<file path="config.mk">
export PLATFORM = sky130hd
export DESIGN_NAME = fcore_efi_sqrt
export DESIGN_NICKNAME = d
export VERILOG_FILES = /design/src/logic/fcore_pkg.sv /design/src/logic/fcore_efi_sqrt.sv
export SDC_FILE = /design/constraint.sdc
export NUM_CORES = 1
export LEC_CHECK = 0
export BUFFER_PORTS_ARGS = -buffer_cell sky130_fd_sc_hd__buf_2
export CORE_ASPECT_RATIO = 0.8
export CORE_MARGIN = 2
export CORE_UTILIZATION = 45
export DETAILED_ROUTE_END_ITERATION = 7
export GPL_ROUTABILITY_DRIVEN = 0
export GPL_TIMING_DRIVEN = 1
export PLACE_DENSITY_LB_ADDON = 0.2
export SLEW_MARGIN = 40
export SYNTH_ARGS = -nofsm -noshare
export SYNTH_HDL_FRONTEND = slang
export SYNTH_SLANG_ARGS = --single-unit
</file>
<file path="constraint.sdc">
create_clock -name clock -period 6 [get_ports clock]
set_input_delay 0.9 -clock clock [delete_from_list [all_inputs] [get_ports clock]]
set_output_delay 0.9 -clock clock [all_outputs]
set_load 0.01 [all_outputs]
</file>
<file path="src/logic/fcore_pkg.sv">
// -------------------------------------------------------------------------
// Shared encodings and bundles of the fCore sequencing front end.
// The opcode sits in the low OPCODE_WIDTH bits of every instruction word.
// Address fields are ADDR_WIDTH wide, so PC_WIDTH must not exceed it.
// -------------------------------------------------------------------------
package fcore_pkg;

    localparam int INSTR_WIDTH   = 32;
    localparam int OPCODE_WIDTH  = 5;
    localparam int ADDR_WIDTH    = 12;
    localparam int CHANNEL_WIDTH = 8;
    localparam int IMM_WIDTH     = 16;
    localparam int ROOT_WIDTH    = IMM_WIDTH / 2;

    // Word that closes the metadata and the I/O mapping sections
    localparam logic [INSTR_WIDTH-1:0] SECTION_DELIMITER = 32'h0000_000C;

    typedef enum logic [OPCODE_WIDTH-1:0] {
        NOP  = 5'd0,
        ADD  = 5'd1,
        SUB  = 5'd2,
        MUL  = 5'd3,
        LDC  = 5'd4,
        EFI  = 5'd5,
        STOP = 5'd6
    } opcode_t;

    // One issued instruction for one channel, user carries the program counter
    typedef struct packed {
        logic [INSTR_WIDTH-1:0]   data;
        logic [CHANNEL_WIDTH-1:0] dest;
        logic [ADDR_WIDTH-1:0]    user;
    } issue_beat_t;

    typedef struct packed {
        logic [CHANNEL_WIDTH-1:0] channel;
        logic [ROOT_WIDTH-1:0]    root;
    } efi_result_t;

    typedef struct packed {
        logic [ADDR_WIDTH-1:0]  addr;
        logic [INSTR_WIDTH-1:0] data;
    } prog_write_t;

endpackage

</file>
<file path="src/logic/fcore_efi_sqrt.sv">
// -------------------------------------------------------------------------
// Extended function unit computing the integer square root of a 16-bit
// operand. One bit pair is retired per cycle, so done follows start by
// exactly 9 cycles. A start that arrives while busy is dropped.
// -------------------------------------------------------------------------
module fcore_efi_sqrt (
    input  logic                                clock,
    input  logic                                rst_n,
    input  logic                                start,
    input  logic [fcore_pkg::IMM_WIDTH-1:0]     operand,
    input  logic [fcore_pkg::CHANNEL_WIDTH-1:0] channel,
    output logic                                done,
    output fcore_pkg::efi_result_t              result
);
    import fcore_pkg::*;

    localparam int REM_WIDTH  = ROOT_WIDTH + 2;
    localparam int ITER_WIDTH = $clog2(ROOT_WIDTH);
    localparam logic [ITER_WIDTH-1:0] ITER_LAST = ITER_WIDTH'(ROOT_WIDTH - 1);

    logic                     busy;
    logic [ITER_WIDTH-1:0]    iter;
    logic [IMM_WIDTH-1:0]     radicand;
    logic [ROOT_WIDTH-1:0]    root;
    logic [REM_WIDTH-1:0]     rem;
    logic [CHANNEL_WIDTH-1:0] channel_q;
    logic [REM_WIDTH+1:0]     rem_shift;
    logic [REM_WIDTH+1:0]     trial;
    logic [REM_WIDTH+1:0]     rem_diff;
    logic                     fits;

    // Bring down the next bit pair and try 4*root+1 against the remainder
    assign rem_shift = {rem, radicand[IMM_WIDTH-1 -: 2]};
    assign trial     = {2'b00, root, 2'b01};
    assign fits      = rem_shift >= trial;
    assign rem_diff  = rem_shift - trial;

    always_ff @(posedge clock or negedge rst_n) begin
        if (!rst_n) begin
            busy <= 1'b0;
            iter <= '0;
            done <= 1'b0;
        end else begin
            done <= 1'b0;
            if (!busy) begin
                if (start) begin
                    busy <= 1'b1;
                    iter <= '0;
                end
            end else begin
                iter <= iter + 1'b1;
                if (iter == ITER_LAST) begin
                    busy <= 1'b0;
                    done <= 1'b1;
                end
            end
        end
    end

    always_ff @(posedge clock) begin
        if (!busy && start) begin
            radicand  <= operand;
            root      <= '0;
            rem       <= '0;
            channel_q <= channel;
        end else if (busy) begin
            radicand <= radicand << 2;
            root     <= {root[ROOT_WIDTH-2:0], fits};
            // The remainder stays below 2*root+1, so the low bits suffice
            rem      <= fits ? rem_diff[REM_WIDTH-1:0] : rem_shift[REM_WIDTH-1:0];
        end
    end

    // Holds the last root until the next start
    assign result = '{channel: channel_q, root: root};

endmodule

</file>
Word-level counts from Yosys, hierarchy flattened
Index checks and enable logic that the tools add are counted.

Register bits: 47. Output and inout bits: 17.

$add $sub $neg: 2. Reductions and logical operators: 4. $lt $le $gt $ge: 1. Muxes and demuxes: 10. Equality and inequality tests: 1.

Operators with widths (count): $mux W16 (2); $ge A12 B10 Y1 (1); $mux W10 (1); $sub A10 B10 Y10 (1); $mux W3 (2); $mux W1 (5); $reduce_bool A2 Y1 (2); $add A3 B1 Y3 const B (1); $eq A3 B3 Y1 const B (1); $logic_and A1 B1 Y1 (1); $logic_not A1 Y1 (1).

Longest topological paths before layout
Depth after elaboration: 3. Mapped depth: 9.

Worst setup path after synthesis
OpenSTA, ideal clock, no wires.

Path kind: input to register. Start point: input port start. End point: register radicand[10], data pin. Data required time: 5.740 ns. Setup time: 0.260 ns. Arrival: 2.189 ns. Path slack: 3.551 ns. Stages: 4. Cell sequence: nor2b_1 -> clkbuf_1 -> buf_1 -> mux2_2.

Longest elaborated chain between the ends: 2.

Ends and longest elaborated chain: start, declared (line fcore_efi_sqrt.sv:9) `input logic start,`; $logic_and A1 B1 Y1 (line fcore_efi_sqrt.sv:61) `if (!busy && start) begin`; $mux W16 (line fcore_efi_sqrt.sv:61); end signal, assigned (line fcore_efi_sqrt.sv:62) `radicand <= operand;`; end signal, assigned (line fcore_efi_sqrt.sv:67) `radicand <= radicand << 2;`; end, declared (line fcore_efi_sqrt.sv:23) `logic [IMM_WIDTH-1:0] radicand;`.

No other way between the ends. A chain may end at the register's enable or synchronous reset.

Worst setup path after layout
Start point: register root[7]. End point: register rem[3].

Longest elaborated chain between the ends: 2.

Ends and longest elaborated chain: start, declared (line fcore_efi_sqrt.sv:24) `logic [ROOT_WIDTH-1:0] root;`; start signal, assigned (line fcore_efi_sqrt.sv:68) `root <= {root[ROOT_WIDTH-2:0], fits};`; $ge A12 B10 Y1 (line fcore_efi_sqrt.sv:35) `assign fits = rem_shift >= trial;`; $mux W10 (line fcore_efi_sqrt.sv:70) `rem <= fits ? rem_diff[REM_WIDTH-1:0] : rem_shift[REM_WIDTH-1:0];`; end signal, assigned (line fcore_efi_sqrt.sv:70); end, declared (line fcore_efi_sqrt.sv:25) `logic [REM_WIDTH-1:0] rem;`.

No other way between the ends.

==> impl_metrics.csv <==
group,metric,value,unit
clock_tree,clock-sinks,47,
cells_and_area,regArea,1210,um2
clock_tree,cts_tree,"built",
detailed_routing,wl,4040,um
sta,setup_viol,0,
grt,grt_first_pass_wirelength,6690,um
yosys,synth_area_leaders,"edfxtp_1 33%, dfxtp_1 16%, mux2_2 7.6%",
sta,fin_skew,11.4,ps
power,seqPwrFrac,0.372,
power,p_clk_frac,0.130,
power,switching_share,0.386,
yosys,async_flop_share,0.106,
critical_path,critPathSlowestCell,"a2111oi_0",
critical_path,r2r_slack,3640,ps
yosys,synth_top_area_cell,"edfxtp_1",
sta,fin_ws,3640,ps
sta,tightest_slew,682,ps
grt,grt_usage,0.165,
critical_path,crit_type,"reg -> reg",
detailed_routing,wire_per_inst,13.5,um
sta,relSlewSlack,0.533,
critical_path,cp.arrival,2560,ps
critical_path,worstPathMaxFanout,13,
detailed_routing,num_vias,1586,
yosys,synth_area,2210,um2
cells_and_area,fill_cells,413,
cells_and_area,antennaDiodeCount,0,
floorplan,start_util,0.476,
critical_path,cp-start-kind,"register",
cells_and_area,syn_to_final_growth,16.8,%
sta,slew_violations,0,
cells_and_area,nNetsFinal,278,
critical_path,worst_ep_required_time,6200,ps
place,dp_slack,3310,ps
floorplan,dieHeight,66.7,um
clock_tree,cts-htree-levels,2,
detailed_routing,postRouteAntennaNets,0,
yosys,syn-num-nets,237,
place,port_buffers,43,
detailed_routing,drc,0,
clock_tree,ctsResizeCount,0,
power,power.leakage,1.15,nW
power,power.internal,0.999,mW
sta,setup_tns,0,ps
power,ir_worst_vdd,0.399,mV
yosys,synth_common_cells,"24 x edfxtp_1, 24 x nand2_1, 18 x dfxtp_1",
critical_path,rr_worst_depth,6,
critical_path,reg2reg_from,"root[7]",
clock_tree,cts_buffers,5,
detailed_routing,avgViaCountPerCell,5.29,
sta,max_freq,424,MHz
floorplan,rows,22,
power,comb_power_share,0.498,
yosys,synth_ff_type,"edfxtp_1",
clock_tree,clockRootBuffer,"clkbuf_8",
worst_hold_path,min_path_type,"in -> async",
critical_path,path_delay_family,"compound AO/OA/AOI/OAI gates",
power,p_switching,0.628,mW
grt,grt.overflow.total,0,
clock_tree,clk_path_buf_depth,2,
yosys,ys_seq_area_frac,0.545,
place,dp_hpwl,2880,um
status,status,"finished clean",
floorplan,ios,44,
critical_path,worst-path-buf-inv,1,
critical_path,timing.rr.end,"rem[3]",
job,maxCapViolations,0,
power,pwr_density_cell,630,nW/um2
critical_path,cp.depth,6,
sta,period_share,0.393,
yosys,netlist_instances,198,
detailed_routing,drt-initial-drc-count,103,
yosys,yosys.cell_types.count,39,
cells_and_area,multi_input_area,931,um2
clock_tree,clk_pin_slew_worst_paths,90,ps
yosys,synth-edff-count,24,
yosys,synth_top_area_share,0.326,
floorplan,design.die.area,5500,um2
clock_tree,holdBufCountCts,0,
sta,hold_viol,0,
critical_path,max_stage_delay,670,ps
cells_and_area,drive_above_1_share,0.296,
sta,rsz0062_at_grt,"false",
floorplan,core,4650,um2
yosys,avgSynthCellArea,11.2,um2
critical_path,critical_path.cell_chain,"inv_1 -> ha_1 -> a2111oi_0 -> o21ai_2 -> and3_1 -> a311o_1",
grt,grt_max_degree,40,
yosys,synth_warnings,0,
clock_tree,clk-insertion-delay-late,300,ps
cells_and_area,utilization,0.556,
critical_path,worstSetupEndpointType,"register",
floorplan,dieWidth,82.4,um
sta,period_needed,2360,ps
yosys,ys_seq_elements,47,
grt,antenna_found_initial,0,
detailed_routing,drtPass1Iterations,4,
clock_tree,post_cts_buffers,0,
grt,grt_pass1_vias,1454,
## cell families after synthesis
family / share of synthesized area
buffers and inverters: 0.0407
multiplexers: 0.0763
AO/OA/AOI/OAI: 0.129
XOR/XNOR: 0.0237
flip-flops: 0.545
AND/OR/NAND/NOR: 0.118
adder cells (fa/ha/maj): 0.0678
## routing by layer
layer  vias up  track usage  wire length [um]
li1        800            -                 -
met3         7       0.0501               276
met2        49        0.229              1640
met4         0       0.0625                50
met5         -            0                 0
met1       730        0.239              2080
## final cells by class
cell class,count,share of cell area
timing repair buffer,43,0.0833
sequential,47,0.467
tap,60,0.0290
multi-input combinational,128,0.360
inverter,14,0.0203
clock buffer,8,0.0402
## metrics by stage
stage	total power, mW	hold WS, ps	cells	instance area [um2]
floorplan	1.23	432	198	2210
global placement	1.40	453	292	2470
detailed placement	1.42	457	292	2480
CTS	1.64	387	300	2580
global route	1.78	380	300	2580
finish	1.63	389	300	2580
## worst reg2reg max path, delay by kind of cell, from the launching register on
family / cells / cell delay (ps)
AO/OA/AOI/OAI: 3 / 1300
adder cells (fa/ha/maj): 1 / 310
buffers and inverters: 1 / 50
flip-flops: 1 / 330
AND/OR/NAND/NOR: 1 / 270
## cells in the final DEF (no fill, tap or decap), types with 2 or more instances in the layout
cell and count:
nand2_1 24, dfrtp_1 4, nand3_1 6, xor2_1 3, a22o_1 2, xnor2_1 3
inv_1 14, and2_1 3, a21oi_1 7, edfxtp_1 24, o211ai_1 4, nor2b_1 3
buf_2 43, o31ai_1 7, a32oi_1 2, nor3b_1 3, ha_1 12, nor2_1 5
o21ai_0 7, nor3_1 2, mux2_2 15, dfxtp_1 18, clkbuf_8 7, and3_1 3
## registers in the layout, summed over array words and instances (netlist names)
name       flops
busy           1
done           1
radicand      16
root           8
iter           3
channel_q      8
rem           10
## worst max-delay path by stage
| stage | startpoint | endpoint | slack [ps] |
|---|---|---|---|
| after global routing | root[7] | rem[3] | 3380 |
| after global placement | start | radicand[15] | 3260 |
| final | root[7] | rem[3] | 3640 |
| after floorplan | start | radicand[10] | 3550 |
| after CTS | root[7] | rem[3] | 3610 |
| after detailed placement | start | radicand[10] | 3310 |
## power by group through the flow
stage	Sequential (mW)	Clock, mW	Combinational, mW
floorplan	0.580	0	0.655
global placement	0.611	0	0.790
detailed placement	0.612	0	0.806
CTS	0.606	0.216	0.814
global route	0.629	0.232	0.922
finish	0.605	0.212	0.811
Power figures use the tool's default switching activity.
