## src/logic/fcore_pkg.sv

```systemverilog
// -------------------------------------------------------------------------
// Shared encodings and bundles of the fCore sequencing front end.
// The opcode sits in the low OPCODE_WIDTH bits of every instruction word.
// Address fields are ADDR_WIDTH wide, so PC_WIDTH must not exceed it.
// -------------------------------------------------------------------------
package fcore_pkg;

    localparam int INSTR_WIDTH   = 32;
    localparam int OPCODE_WIDTH  = 5;
    localparam int ADDR_WIDTH    = 12;
    localparam int CHANNEL_WIDTH = 8;
    localparam int IMM_WIDTH     = 16;
    localparam int ROOT_WIDTH    = IMM_WIDTH / 2;

    // Word that closes the metadata and the I/O mapping sections
    localparam logic [INSTR_WIDTH-1:0] SECTION_DELIMITER = 32'h0000_000C;

    typedef enum logic [OPCODE_WIDTH-1:0] {
        NOP  = 5'd0,
        ADD  = 5'd1,
        SUB  = 5'd2,
        MUL  = 5'd3,
        LDC  = 5'd4,
        EFI  = 5'd5,
        STOP = 5'd6
    } opcode_t;

    // One issued instruction for one channel, user carries the program counter
    typedef struct packed {
        logic [INSTR_WIDTH-1:0]   data;
        logic [CHANNEL_WIDTH-1:0] dest;
        logic [ADDR_WIDTH-1:0]    user;
    } issue_beat_t;

    typedef struct packed {
        logic [CHANNEL_WIDTH-1:0] channel;
        logic [ROOT_WIDTH-1:0]    root;
    } efi_result_t;

    typedef struct packed {
        logic [ADDR_WIDTH-1:0]  addr;
        logic [INSTR_WIDTH-1:0] data;
    } prog_write_t;

endpackage

```

## src/logic/fcore_control_unit.sv

```systemverilog
// -------------------------------------------------------------------------
// Sequencer that skips the metadata and I/O mapping sections and then
// issues every code word once per channel before the program counter moves.
// Section words are scanned at one word per two cycles.
// n_channels and program_size are sampled on run. STOP issues no beat.
// A fault is only cleared by reset.
// -------------------------------------------------------------------------
module fcore_control_unit #(
    parameter int PC_WIDTH     = 12,
    parameter int MAX_CHANNELS = 16
) (
    input  logic                                clock,
    input  logic                                rst_n,
    input  logic                                run,
    input  logic [fcore_pkg::CHANNEL_WIDTH-1:0] n_channels,
    input  logic [PC_WIDTH-1:0]                 program_size,
    input  logic [2*fcore_pkg::INSTR_WIDTH-1:0] wide_word,
    input  logic                                efi_done,
    output logic [PC_WIDTH-1:0]                 rd_addr,
    output logic                                issue_valid,
    output fcore_pkg::issue_beat_t              issue_beat,
    output logic [fcore_pkg::INSTR_WIDTH-1:0]   load_data,
    output logic                                efi_start,
    output logic [fcore_pkg::IMM_WIDTH-1:0]     efi_operand,
    output logic [fcore_pkg::CHANNEL_WIDTH-1:0] efi_channel,
    output logic                                done,
    output logic                                fault,
    output logic                                dma_enable
);
    import fcore_pkg::*;

    typedef enum logic [2:0] {
        IDLE,
        SEC_METADATA,
        SEC_IO_MAPPING,
        FETCH,
        RUN,
        EFI_CALL,
        FAULT
    } state_t;

    state_t                   state;
    logic [PC_WIDTH-1:0]      pc;
    logic [CHANNEL_WIDTH-1:0] channel;
    logic [CHANNEL_WIDTH-1:0] last_channel;
    logic [PC_WIDTH-1:0]      size_q;
    logic                     pending;

    logic [INSTR_WIDTH-1:0]   word;
    logic [INSTR_WIDTH-1:0]   next_word;
    opcode_t                  opcode;
    logic                     is_stop;
    logic                     is_efi;
    logic                     is_ldc;
    logic                     at_delimiter;
    logic                     at_last_channel;
    logic [PC_WIDTH:0]        pc_plus_one;
    logic [PC_WIDTH:0]        pc_after_instr;
    logic                     beat_fire;
    logic                     efi_fire;

    state_t                   adv_state;
    logic [PC_WIDTH-1:0]      adv_pc;
    logic [CHANNEL_WIDTH-1:0] adv_channel;

    // The memory answers one cycle after rd_addr changes
    assign rd_addr   = pc;
    assign word      = wide_word[INSTR_WIDTH-1:0];
    assign next_word = wide_word[2*INSTR_WIDTH-1:INSTR_WIDTH];
    assign opcode    = opcode_t'(word[OPCODE_WIDTH-1:0]);

    assign is_stop         = opcode == STOP;
    assign is_efi          = opcode == EFI;
    assign is_ldc          = opcode == LDC;
    assign at_delimiter    = word == SECTION_DELIMITER;
    assign at_last_channel = channel == last_channel;

    // One extra bit so that the end of the program is seen without wrap
    assign pc_plus_one    = {1'b0, pc} + 1'b1;
    assign pc_after_instr = {1'b0, pc} + (is_ldc ? 2'd2 : 2'd1);

    // EFI words are issued from EFI_CALL once the unit has answered
    assign beat_fire = (state == RUN && !is_stop && !is_efi)
                     || (state == EFI_CALL && efi_done);
    assign efi_fire  = state == RUN && is_efi;

    assign dma_enable = state == IDLE;
    assign fault      = state == FAULT;

    // Where the sequencer goes after a beat has been issued
    always_comb begin
        adv_state   = RUN;
        adv_pc      = pc;
        adv_channel = channel + 1'b1;
        if (at_last_channel) begin
            adv_channel = '0;
            if (pc_after_instr >= {1'b0, size_q}) begin
                adv_state = FAULT;
            end else begin
                adv_state = FETCH;
                adv_pc    = pc_after_instr[PC_WIDTH-1:0];
            end
        end
    end

    always_ff @(posedge clock or negedge rst_n) begin
        if (!rst_n) begin
            state        <= IDLE;
            pc           <= '0;
            channel      <= '0;
            last_channel <= '0;
            size_q       <= '0;
            pending      <= 1'b0;
            issue_valid  <= 1'b0;
            efi_start    <= 1'b0;
            done         <= 1'b0;
        end else begin
            issue_valid <= beat_fire;
            efi_start   <= efi_fire;
            done        <= 1'b0;
            case (state)
                IDLE: begin
                    if (run) begin
                        pc      <= '0;
                        channel <= '0;
                        pending <= 1'b1;
                        size_q  <= program_size;
                        // A zero count runs one channel, a large one is clamped
                        if (n_channels == '0) begin
                            last_channel <= '0;
                        end else if (n_channels > MAX_CHANNELS) begin
                            last_channel <= CHANNEL_WIDTH'(MAX_CHANNELS - 1);
                        end else begin
                            last_channel <= n_channels - 1'b1;
                        end
                        state <= SEC_METADATA;
                    end
                end
                SEC_METADATA, SEC_IO_MAPPING: begin
                    if (pending) begin
                        pending <= 1'b0;
                    end else begin
                        pending <= 1'b1;
                        if (pc_plus_one >= {1'b0, size_q}) begin
                            state <= FAULT;
                        end else begin
                            pc <= pc_plus_one[PC_WIDTH-1:0];
                            if (at_delimiter) begin
                                state <= (state == SEC_METADATA) ? SEC_IO_MAPPING : FETCH;
                            end
                        end
                    end
                end
                FETCH: begin
                    state <= RUN;
                end
                RUN: begin
                    if (is_stop) begin
                        done  <= 1'b1;
                        state <= IDLE;
                    end else if (is_efi) begin
                        state <= EFI_CALL;
                    end else begin
                        state   <= adv_state;
                        pc      <= adv_pc;
                        channel <= adv_channel;
                    end
                end
                EFI_CALL: begin
                    if (efi_done) begin
                        state   <= adv_state;
                        pc      <= adv_pc;
                        channel <= adv_channel;
                    end
                end
                // FAULT holds, and an unused encoding lands there as well
                default: begin
                    state <= FAULT;
                end
            endcase
        end
    end

    always_ff @(posedge clock) begin
        if (beat_fire) begin
            issue_beat.data <= word;
            issue_beat.dest <= channel;
            issue_beat.user <= ADDR_WIDTH'(pc);
            if (is_ldc) begin
                load_data <= next_word;
            end
        end
        if (efi_fire) begin
            efi_operand <= word[INSTR_WIDTH-1 -: IMM_WIDTH];
            efi_channel <= channel;
        end
    end

endmodule

```

## config.mk

```make
export PLATFORM = sky130hd
export DESIGN_NAME = fcore_control_unit
export DESIGN_NICKNAME = d
export VERILOG_FILES = /design/src/logic/fcore_pkg.sv /design/src/logic/fcore_control_unit.sv
export SDC_FILE = /design/constraint.sdc
export NUM_CORES = 1
export LEC_CHECK = 0
export CAP_MARGIN = 10
export CORE_MARGIN = 8
export CORE_UTILIZATION = 30
export CTS_CLUSTER_SIZE = 14
export DETAILED_ROUTE_END_ITERATION = 7
export DONT_BUFFER_PORTS = 1
export PLACE_DENSITY_LB_ADDON = 0.12
export SETUP_SLACK_MARGIN = 0.2
export SLEW_MARGIN = 20
export SYNTH_ARGS = -nofsm -noshare
export SYNTH_HDL_FRONTEND = slang
export SYNTH_SLANG_ARGS = --single-unit
export TNS_END_PERCENT = 20
```

## constraint.sdc

```tcl
create_clock -name clock -period 7.2 [get_ports clock]
set_input_delay 1.44 -clock clock [delete_from_list [all_inputs] [get_ports clock]]
set_output_delay 1.44 -clock clock [all_outputs]
set_load 0.05 [all_outputs]
```

### After elaboration in Yosys (flattened, before gate mapping)

Cells that the tools add are included.

* add/subtract/negate cells: 4
* $lt $le $gt $ge: 3
* equality and inequality tests: 18
* muxes and demuxes: 34
* reduce and logical (&&, ||, !) cells: 19

Operators by type and width (count)
* $mux W12: 8
* $mux W8: 7
* $pmux W12 S4: 1
* $eq A32 B4 Y1 const B: 1
* $mux W3: 9
* $ge A13 B12 Y1: 2
* $pmux W8 S3: 1
* $eq A5 B3 Y1 const B: 3
* $pmux W3 S5: 1
* $add A12 B1 Y13 const B: 1
* $add A12 B2 Y13: 1
* $ne A2 B2 Y1 const B: 6
* $eq A3 B3 Y1 const B: 3
* $add A8 B1 Y8 const B: 1
* $eq A8 B8 Y1: 1
* $gt A8 B5 Y1 const B: 1
* $logic_not A8 Y1: 1
* $sub A8 B1 Y8 const B: 1
* $reduce_and A7 Y1: 1
* $eq A3 B2 Y1 const B: 2
* $reduce_and A2 Y1: 3
* $mux W1: 5
* $reduce_and A5 Y1: 1
* $logic_and A1 B1 Y1: 4
* other kinds (12): 13

* flip-flop bits (word level): 155
* input bits: 88
* output and inout port bits: 125
* logic and storage cells: 93

### Logic depth before layout (Yosys ltp)

* depth after elaboration: 9
* mapped depth: 18
* mapped depth without buffers: 17

### Worst setup path before layout

No wires, ideal clock.

* kind: in2reg
* start: input wide_word[4] (netlist name)
* end: register load_data[0] (netlist name) (enable)
* library setup time: 392 ps
* arrival: 5381 ps
* required time: 6808 ps
* path slack: 1427 ps
* cell stages on the path: 5
* path buffers: 0
* path through: nand2b_1 -> or2_2 -> nor2_1 -> a21oi_1 -> and2_1

* longest elaborated chain between the ends: 6
* elaborated cells between the ends (all ways): 9
* classes of those cells: eq/ne: 3; reduce/logical: 6

RTL lines
* start: declaration: RTL line fcore_control_unit.sv:17 `input logic [2*fcore_pkg::INSTR_WIDTH-1:0] wide_word,`
* $eq A5 B3 Y1: RTL line fcore_control_unit.sv:72 `assign is_stop = opcode == STOP;`
* $logic_not A1 Y1: RTL line fcore_control_unit.sv:83 `assign beat_fire = (state == RUN && !is_stop && !is_efi)`
* $logic_and A1 B1 Y1: RTL line fcore_control_unit.sv:83
* $logic_and A1 B1 Y1 *: RTL line fcore_control_unit.sv:83
* $logic_or A1 B1 Y1 *: RTL line fcore_control_unit.sv:84 `|| (state == EFI_CALL && efi_done);`
* net beat_fire: RTL line fcore_control_unit.sv:59 `logic beat_fire;`
* $reduce_and A2 Y1 (no line) *
* end signal: assignment: RTL line fcore_control_unit.sv:190 `load_data <= next_word;`
* end: declaration: RTL line fcore_control_unit.sv:22 `output logic [fcore_pkg::INSTR_WIDTH-1:0] load_data,`

Mark *: on every way through the listed nets, which the timed path passes. The rest lies on a longest branch.
A chain may end at the register's enable or synchronous reset.

### Worst setup path after layout

* start: input wide_word[4] (netlist name)
* end: register pc[2] (netlist: rd_addr[2])

* longest elaborated chain between the ends: 9
* elaborated cells between the ends (all ways): 15
* classes of those cells: add/sub: 1; order compare: 1; eq/ne: 5; mux: 7; reduce/logical: 1

RTL lines
* $eq A5 B3 Y1: RTL line fcore_control_unit.sv:74 `assign is_ldc = opcode == LDC;`
* $mux W2: RTL line fcore_control_unit.sv:80 `assign pc_after_instr = {1'b0, pc} + (is_ldc ? 2'd2 : 2'd1);`
* $add A12 B2 Y13: RTL line fcore_control_unit.sv:80
* $ge A13 B12 Y1: RTL line fcore_control_unit.sv:97 `if (pc_after_instr >= {1'b0, size_q}) begin`
* $mux W12: RTL line fcore_control_unit.sv:97
* $mux W12: RTL line fcore_control_unit.sv:95 `if (at_last_channel) begin`
* $mux W12: RTL line fcore_control_unit.sv:161 `end else if (is_efi) begin`
* $mux W12: RTL line fcore_control_unit.sv:158 `if (is_stop) begin`
* $pmux W12 S4: RTL line fcore_control_unit.sv:121 `case (state)`
* end signal: assignment: RTL line fcore_control_unit.sv:147 `pc <= pc_plus_one[PC_WIDTH-1:0];`
* end signal: assignment: RTL line fcore_control_unit.sv:165 `pc <= adv_pc;`
* end signal: assignment: RTL line fcore_control_unit.sv:172 `pc <= adv_pc;`
* end: declaration: RTL line fcore_control_unit.sv:43 `logic [PC_WIDTH-1:0] pc;`

Several ways; a longest one is shown, not always the timed one. The select of a mux whose other input is x is not followed.

==> impl_results.html <==
<table>
<tr><th>Metric</th><th>Value</th></tr>
<tr><th colspan="2">Clock network</th></tr>
<tr><td>Clock Path Buffers</td><td>2</td></tr>
<tr><td>Cts repair resizes</td><td>0</td></tr>
<tr><td>CTS clock-pin slew for the worst setup and hold paths</td><td>roughly 80 ps</td></tr>
<tr><td>Clock tree root driver cell</td><td>sky130_fd_sc_hd__clkbuf_16</td></tr>
<tr><td>Clock tree from TritonCTS</td><td>done</td></tr>
<tr><td>Number of clock sinks</td><td>155</td></tr>
<tr><td>Worst-skew pair later-pin latency</td><td>430 ps</td></tr>
<tr><td>Clock buffers created by TritonCTS</td><td>17</td></tr>
<tr><td>H-tree depth</td><td>4</td></tr>
<tr><td>CTS hold repair buffers</td><td>0</td></tr>
<tr><td>Postcts setup bufs</td><td>0</td></tr>
<tr><th colspan="2">Timing</th></tr>
<tr><td>Period Utilization, post-route</td><td>75.4%</td></tr>
<tr><td>Worst-case headroom to the max-slew limit</td><td>31.1%</td></tr>
<tr><td>Setup repair after global routing missed its margin</td><td>false</td></tr>
<tr><td>Max-slew violation total from the final report</td><td>0</td></tr>
<tr><td>Count of endpoints failing hold in the final timing report</td><td>0</td></tr>
<tr><td>Endpoints failing setup</td><td>0</td></tr>
<tr><td>Transition at the pin with the smallest max-transition slack</td><td>just over 1000 ps</td></tr>
<tr><td>Setup_tns</td><td>0 ps</td></tr>
<tr><td>Achievable Freq</td><td>184 MHz</td></tr>
<tr><td>Time the worst path needs with I/O delays and setup</td><td>5430 ps</td></tr>
<tr><td>Layout Skew</td><td>15.2 ps</td></tr>
<tr><th colspan="2">Floorplan</th></tr>
<tr><td>Starting Density</td><td>about 30%</td></tr>
<tr><td>Total number of placement rows</td><td>55</td></tr>
<tr><td>Top Ports</td><td>213</td></tr>
<tr><td>Total Die Area</td><td>27600 um^2</td></tr>
<tr><td>Chip height</td><td>around 170 um</td></tr>
<tr><td>Core Area</td><td>22400 um^2</td></tr>
<tr><td>Die Width</td><td>166 um</td></tr>
<tr><th colspan="2">Logic synthesis</th></tr>
<tr><td>Instance count of the mapped netlist</td><td>501</td></tr>
<tr><td>Compound-cell area share of the yosys netlist</td><td>8.53%</td></tr>
<tr><td>Yosys cell types</td><td>54</td></tr>
<tr><td>Net count after synthesis</td><td>620</td></tr>
<tr><td>Adder-cell share of the synthesized area</td><td>5.85%</td></tr>
<tr><td>Synthesized area per cell</td><td>13.5 um^2</td></tr>
<tr><td>Post-synth EDFFs</td><td>approximately 110</td></tr>
<tr><td>Warnings, synthesis</td><td>0</td></tr>
<tr><td>Area share of and/or/nand/nor cells after synthesis</td><td>10.9%</td></tr>
<tr><td>FF+latch count, synth</td><td>155</td></tr>
<tr><td>Proportion of register bits with asynchronous set or reset after synthesis</td><td>30.3%</td></tr>
<tr><td>Cell type with the highest aggregate area in the netlist</td><td>sky130_fd_sc_hd__edfxtp_1</td></tr>
<tr><td>Synthesized-area fraction occupied by xor and xnor cells</td><td>4.53%</td></tr>
<tr><td>Synth area leaders</td><td>sky130_fd_sc_hd__edfxtp_1, sky130_fd_sc_hd__dfrtp_1, sky130_fd_sc_hd__ha_1</td></tr>
<tr><td>Share of the synthesized area in the top cell type</td><td>48.0%</td></tr>
<tr><td>Most instantiated flip-flop cell in the synthesis netlist</td><td>sky130_fd_sc_hd__edfxtp_1</td></tr>
<tr><td>Multiplexer share of the synthesized area</td><td>under 10%</td></tr>
<tr><td>Netlist Area Pre-Place</td><td>6760 um^2</td></tr>
<tr><td>Dominant combinational cell family by area after synthesis</td><td>simple AND/OR/NAND/NOR gates</td></tr>
<tr><td>Sequential area share after synthesis</td><td>65.4%</td></tr>
<tr><th colspan="2">Route</th></tr>
<tr><td>Detailed router's first-iteration violation count</td><td>between 200 and 250</td></tr>
<tr><td>Length of the first detailed-routing pass in iterations</td><td>4</td></tr>
<tr><td>Average vias per placed instance</td><td>between 4 and 5</td></tr>
<tr><td>DRC Markers</td><td>0</td></tr>
<tr><td>Post-detailed-routing wire length</td><td>between 15000 and 20000 um</td></tr>
<tr><td>Average detailed-routed wire length per instance</td><td>21.9 um</td></tr>
<tr><td>Max layer used</td><td>met4</td></tr>
<tr><td>M1 WL</td><td>7490 um</td></tr>
<tr><td>Total via count in the routed design</td><td>3999</td></tr>
<tr><td>Met2 layer wire length in the routed design</td><td>between 8000 and 9000 um</td></tr>
<tr><td>Met3 wire len</td><td>1600 um</td></tr>
<tr><td>Detail Route Antenna Nets</td><td>0</td></tr>
<tr><th colspan="2">Worst setup path</th></tr>
<tr><td>Worst path cell trace</td><td>nand2b_1, or2_2, or3_1, ha_1, fa_1, nand3_1, nor2_1, xor2_1, ha_1, and4_1, nand4_1, a21oi_1, a211oi_1, o21a_2, o2111ai_2, nor2_1, o22a_1</td></tr>
<tr><td>Capturing element type of the critical path</td><td>flip-flop</td></tr>
<tr><td>Reg-to-reg critical path startpoint</td><td>rd_addr[1]</td></tr>
<tr><td>Endpoint arrival time on the critical path</td><td>5730 ps</td></tr>
<tr><td>Critical path origin</td><td>wide_word[4]</td></tr>
<tr><td>Delay of the slowest cell on the worst path</td><td>810 ps</td></tr>
<tr><td>Crit Path Max Fanout</td><td>24</td></tr>
<tr><td>Max stage delay cell, worst path</td><td>sky130_fd_sc_hd__o2111ai_2</td></tr>
<tr><td>CP Data Required Time</td><td>7500 ps</td></tr>
<tr><td>Kind of critical path</td><td>input port to flip-flop</td></tr>
<tr><td>Critical path startpoint category</td><td>input port</td></tr>
<tr><th colspan="2">Cells and area</th></tr>
<tr><td>Final non-filler cell area</td><td>between 7000 and 8000 um^2</td></tr>
<tr><td>Antenna cells</td><td>0</td></tr>
<tr><td>Fraction of final layout cells with drive strength greater than 1</td><td>12.6%</td></tr>
<tr><td>Number of nets at the end of the flow</td><td>628</td></tr>
<tr><td>P&amp;R area growth vs syn</td><td>13.7%</td></tr>
<tr><th colspan="2">Min path</th></tr>
<tr><td>Worst Hold Launch</td><td>last_channel[5]</td></tr>
<tr><td>Class of the tightest hold or removal check</td><td>flip-flop to flip-flop</td></tr>
<tr><th colspan="2">Placed design</th></tr>
<tr><td>Quantity of I/O buffers inserted on ports</td><td>0</td></tr>
<tr><td>Post-Place Cell Area</td><td>approximately 7000 um^2</td></tr>
<tr><td>Gp weighted congestion</td><td>0.776</td></tr>
<tr><td>Estimated wirelength of the detail-placed design</td><td>13300 um</td></tr>
<tr><th colspan="2">Pwr</th></tr>
<tr><td>Leakage</td><td>approximately 3.0 nW</td></tr>
<tr><td>Worst IR drop on VDD</td><td>0.133 mV</td></tr>
<tr><td>PwrDens</td><td>~380 nW/um^2</td></tr>
<tr><th colspan="2">Outcome</th></tr>
<tr><td>Status</td><td>finished, final reports clean</td></tr>
<tr><th colspan="2">Global route</th></tr>
<tr><td>Via count of the first global-routing pass</td><td>4055</td></tr>
<tr><td>Antenna violations before repair</td><td>0</td></tr>
<tr><td>Largest net degree at the start of global routing</td><td>54</td></tr>
<tr><td>GRT Overall Usage</td><td>between 10% and 20%</td></tr>
<tr><td>Gr ovfl total</td><td>0</td></tr>
<tr><td>Global-route wire length before repair</td><td>26500 um</td></tr>
<tr><th colspan="2">Job</th></tr>
<tr><td>Max Cap Violations</td><td>0</td></tr>
</table>
worst paths after layout:
path | endpoint | slack (ps) | cells past startpoint
setup / recovery | rd_addr[2] | 1770 | 17
hold / removal | last_channel[5] | 500 | 2
setup reg to reg | rd_addr[5] | 2700 | 14
hold reg to reg | last_channel[5] | 500 | 2
max in group asynchronous | channel[5] | 6390 | 0
min in group asynchronous | size_q[1] | 700 | 0
critical path: cells and delay by family:
family / cells / cell delay [ps]
compound gates: 5 / 1470
xor+xnor: 1 / 170
simple gates: 8 / 1550
fa+ha+maj: 3 / 1080
routing by layer:
metal,global-route usage [%],up-vias
met3,4.97,17
met2,20.2,168
met5,0,-
met1,14.9,1936
met4,5.53,0
li1,-,1878
flip-flops by register name, indices dropped and copies added (netlist names), 8 cells and up:
signal,cells
channel,8
efi_channel,8
efi_operand,16
issue_beat,52
last_channel,8
load_data,32
rd_addr,12
size_q,12
logic make-up (layout without fill, tap and decap cells):
logic type	count (synthesis)	in the layout
adders and majority gates	31	31
xor gates and xnor gates	35	35
buffers and inverters	34	55
and+or+nand+nor	144	144
DFF	155	155
muxes	16	16
AOI/OAI and AO/OA	86	86
final cells by class:
class	instances	area, um^2
tap	285	357
inverter	18	67.6
clock inverter	15	174
timing repair buffer	5	37.5
clock buffer	17	425
fill	2121	14700
sequential	155	4420
multi-input combinational	312	2210
power breakdown:
part	total, W	switching, W	internal (W)
clock	0.000882	0.000414	0.000468
combinational	0.000642	0.000395	0.000247
sequential	0.00137	0.000275	0.00109
synthesized netlist by cell type, types with 5 or more instances:
cell type	n
sky130_fd_sc_hd__edfxtp_1	108
sky130_fd_sc_hd__dfrtp_1	47
sky130_fd_sc_hd__nand2_1	38
sky130_fd_sc_hd__ha_1	30
sky130_fd_sc_hd__nor2_1	30
sky130_fd_sc_hd__o21ai_0	28
sky130_fd_sc_hd__xor2_1	24
sky130_fd_sc_hd__a21oi_1	18
sky130_fd_sc_hd__inv_1	18
sky130_fd_sc_hd__nor3_1	14
sky130_fd_sc_hd__mux2_2	12
sky130_fd_sc_hd__nand2b_1	12
sky130_fd_sc_hd__nand3_1	11
sky130_fd_sc_hd__xnor2_1	11
sky130_fd_sc_hd__nor4_1	9
sky130_fd_sc_hd__a22oi_1	7
sky130_fd_sc_hd__clkbuf_1	7
sky130_fd_sc_hd__nand4_1	7
sky130_fd_sc_hd__a21o_1	5
sky130_fd_sc_hd__and3_1	5
sky130_fd_sc_hd__buf_2	5
placed cells by master (no fill, tap or decap), types with 4 or more instances in the layout:
cell type	n
sky130_fd_sc_hd__a22oi_1	7
sky130_fd_sc_hd__nand4_1	7
sky130_fd_sc_hd__a221oi_2	4
sky130_fd_sc_hd__o21ai_0	28
sky130_fd_sc_hd__clkinv_8	4
sky130_fd_sc_hd__nor4_1	9
sky130_fd_sc_hd__and3_1	5
sky130_fd_sc_hd__edfxtp_1	108
sky130_fd_sc_hd__inv_1	18
sky130_fd_sc_hd__a21o_1	5
sky130_fd_sc_hd__mux2i_1	4
sky130_fd_sc_hd__nand3_1	11
sky130_fd_sc_hd__nor3_1	12
sky130_fd_sc_hd__nor2_1	30
sky130_fd_sc_hd__nand2b_1	12
sky130_fd_sc_hd__o22ai_1	4
sky130_fd_sc_hd__buf_4	5
sky130_fd_sc_hd__nor2b_1	4
sky130_fd_sc_hd__xnor2_1	11
sky130_fd_sc_hd__a21oi_1	17
sky130_fd_sc_hd__xor2_1	24
sky130_fd_sc_hd__a22o_1	4
sky130_fd_sc_hd__ha_1	30
sky130_fd_sc_hd__dfrtp_1	47
sky130_fd_sc_hd__nand2_1	38
sky130_fd_sc_hd__mux2_2	12
sky130_fd_sc_hd__clkbuf_16	17
through the flow:
stage               util [%]  setup WS [ps]  hold slack (ps)  instances  total power [W]
global placement        31.7           1460              485        775          0.00203
CTS                     34.4           1760              506        807          0.00293
finish                  34.4           1770              505        807          0.00289
global route            34.4           1440              530        807          0.00306
detailed placement      31.7           1310              487        775          0.00204
floorplan                  -           1430              466        501          0.00187
Note: power is estimated with default switching activity, not from simulation.
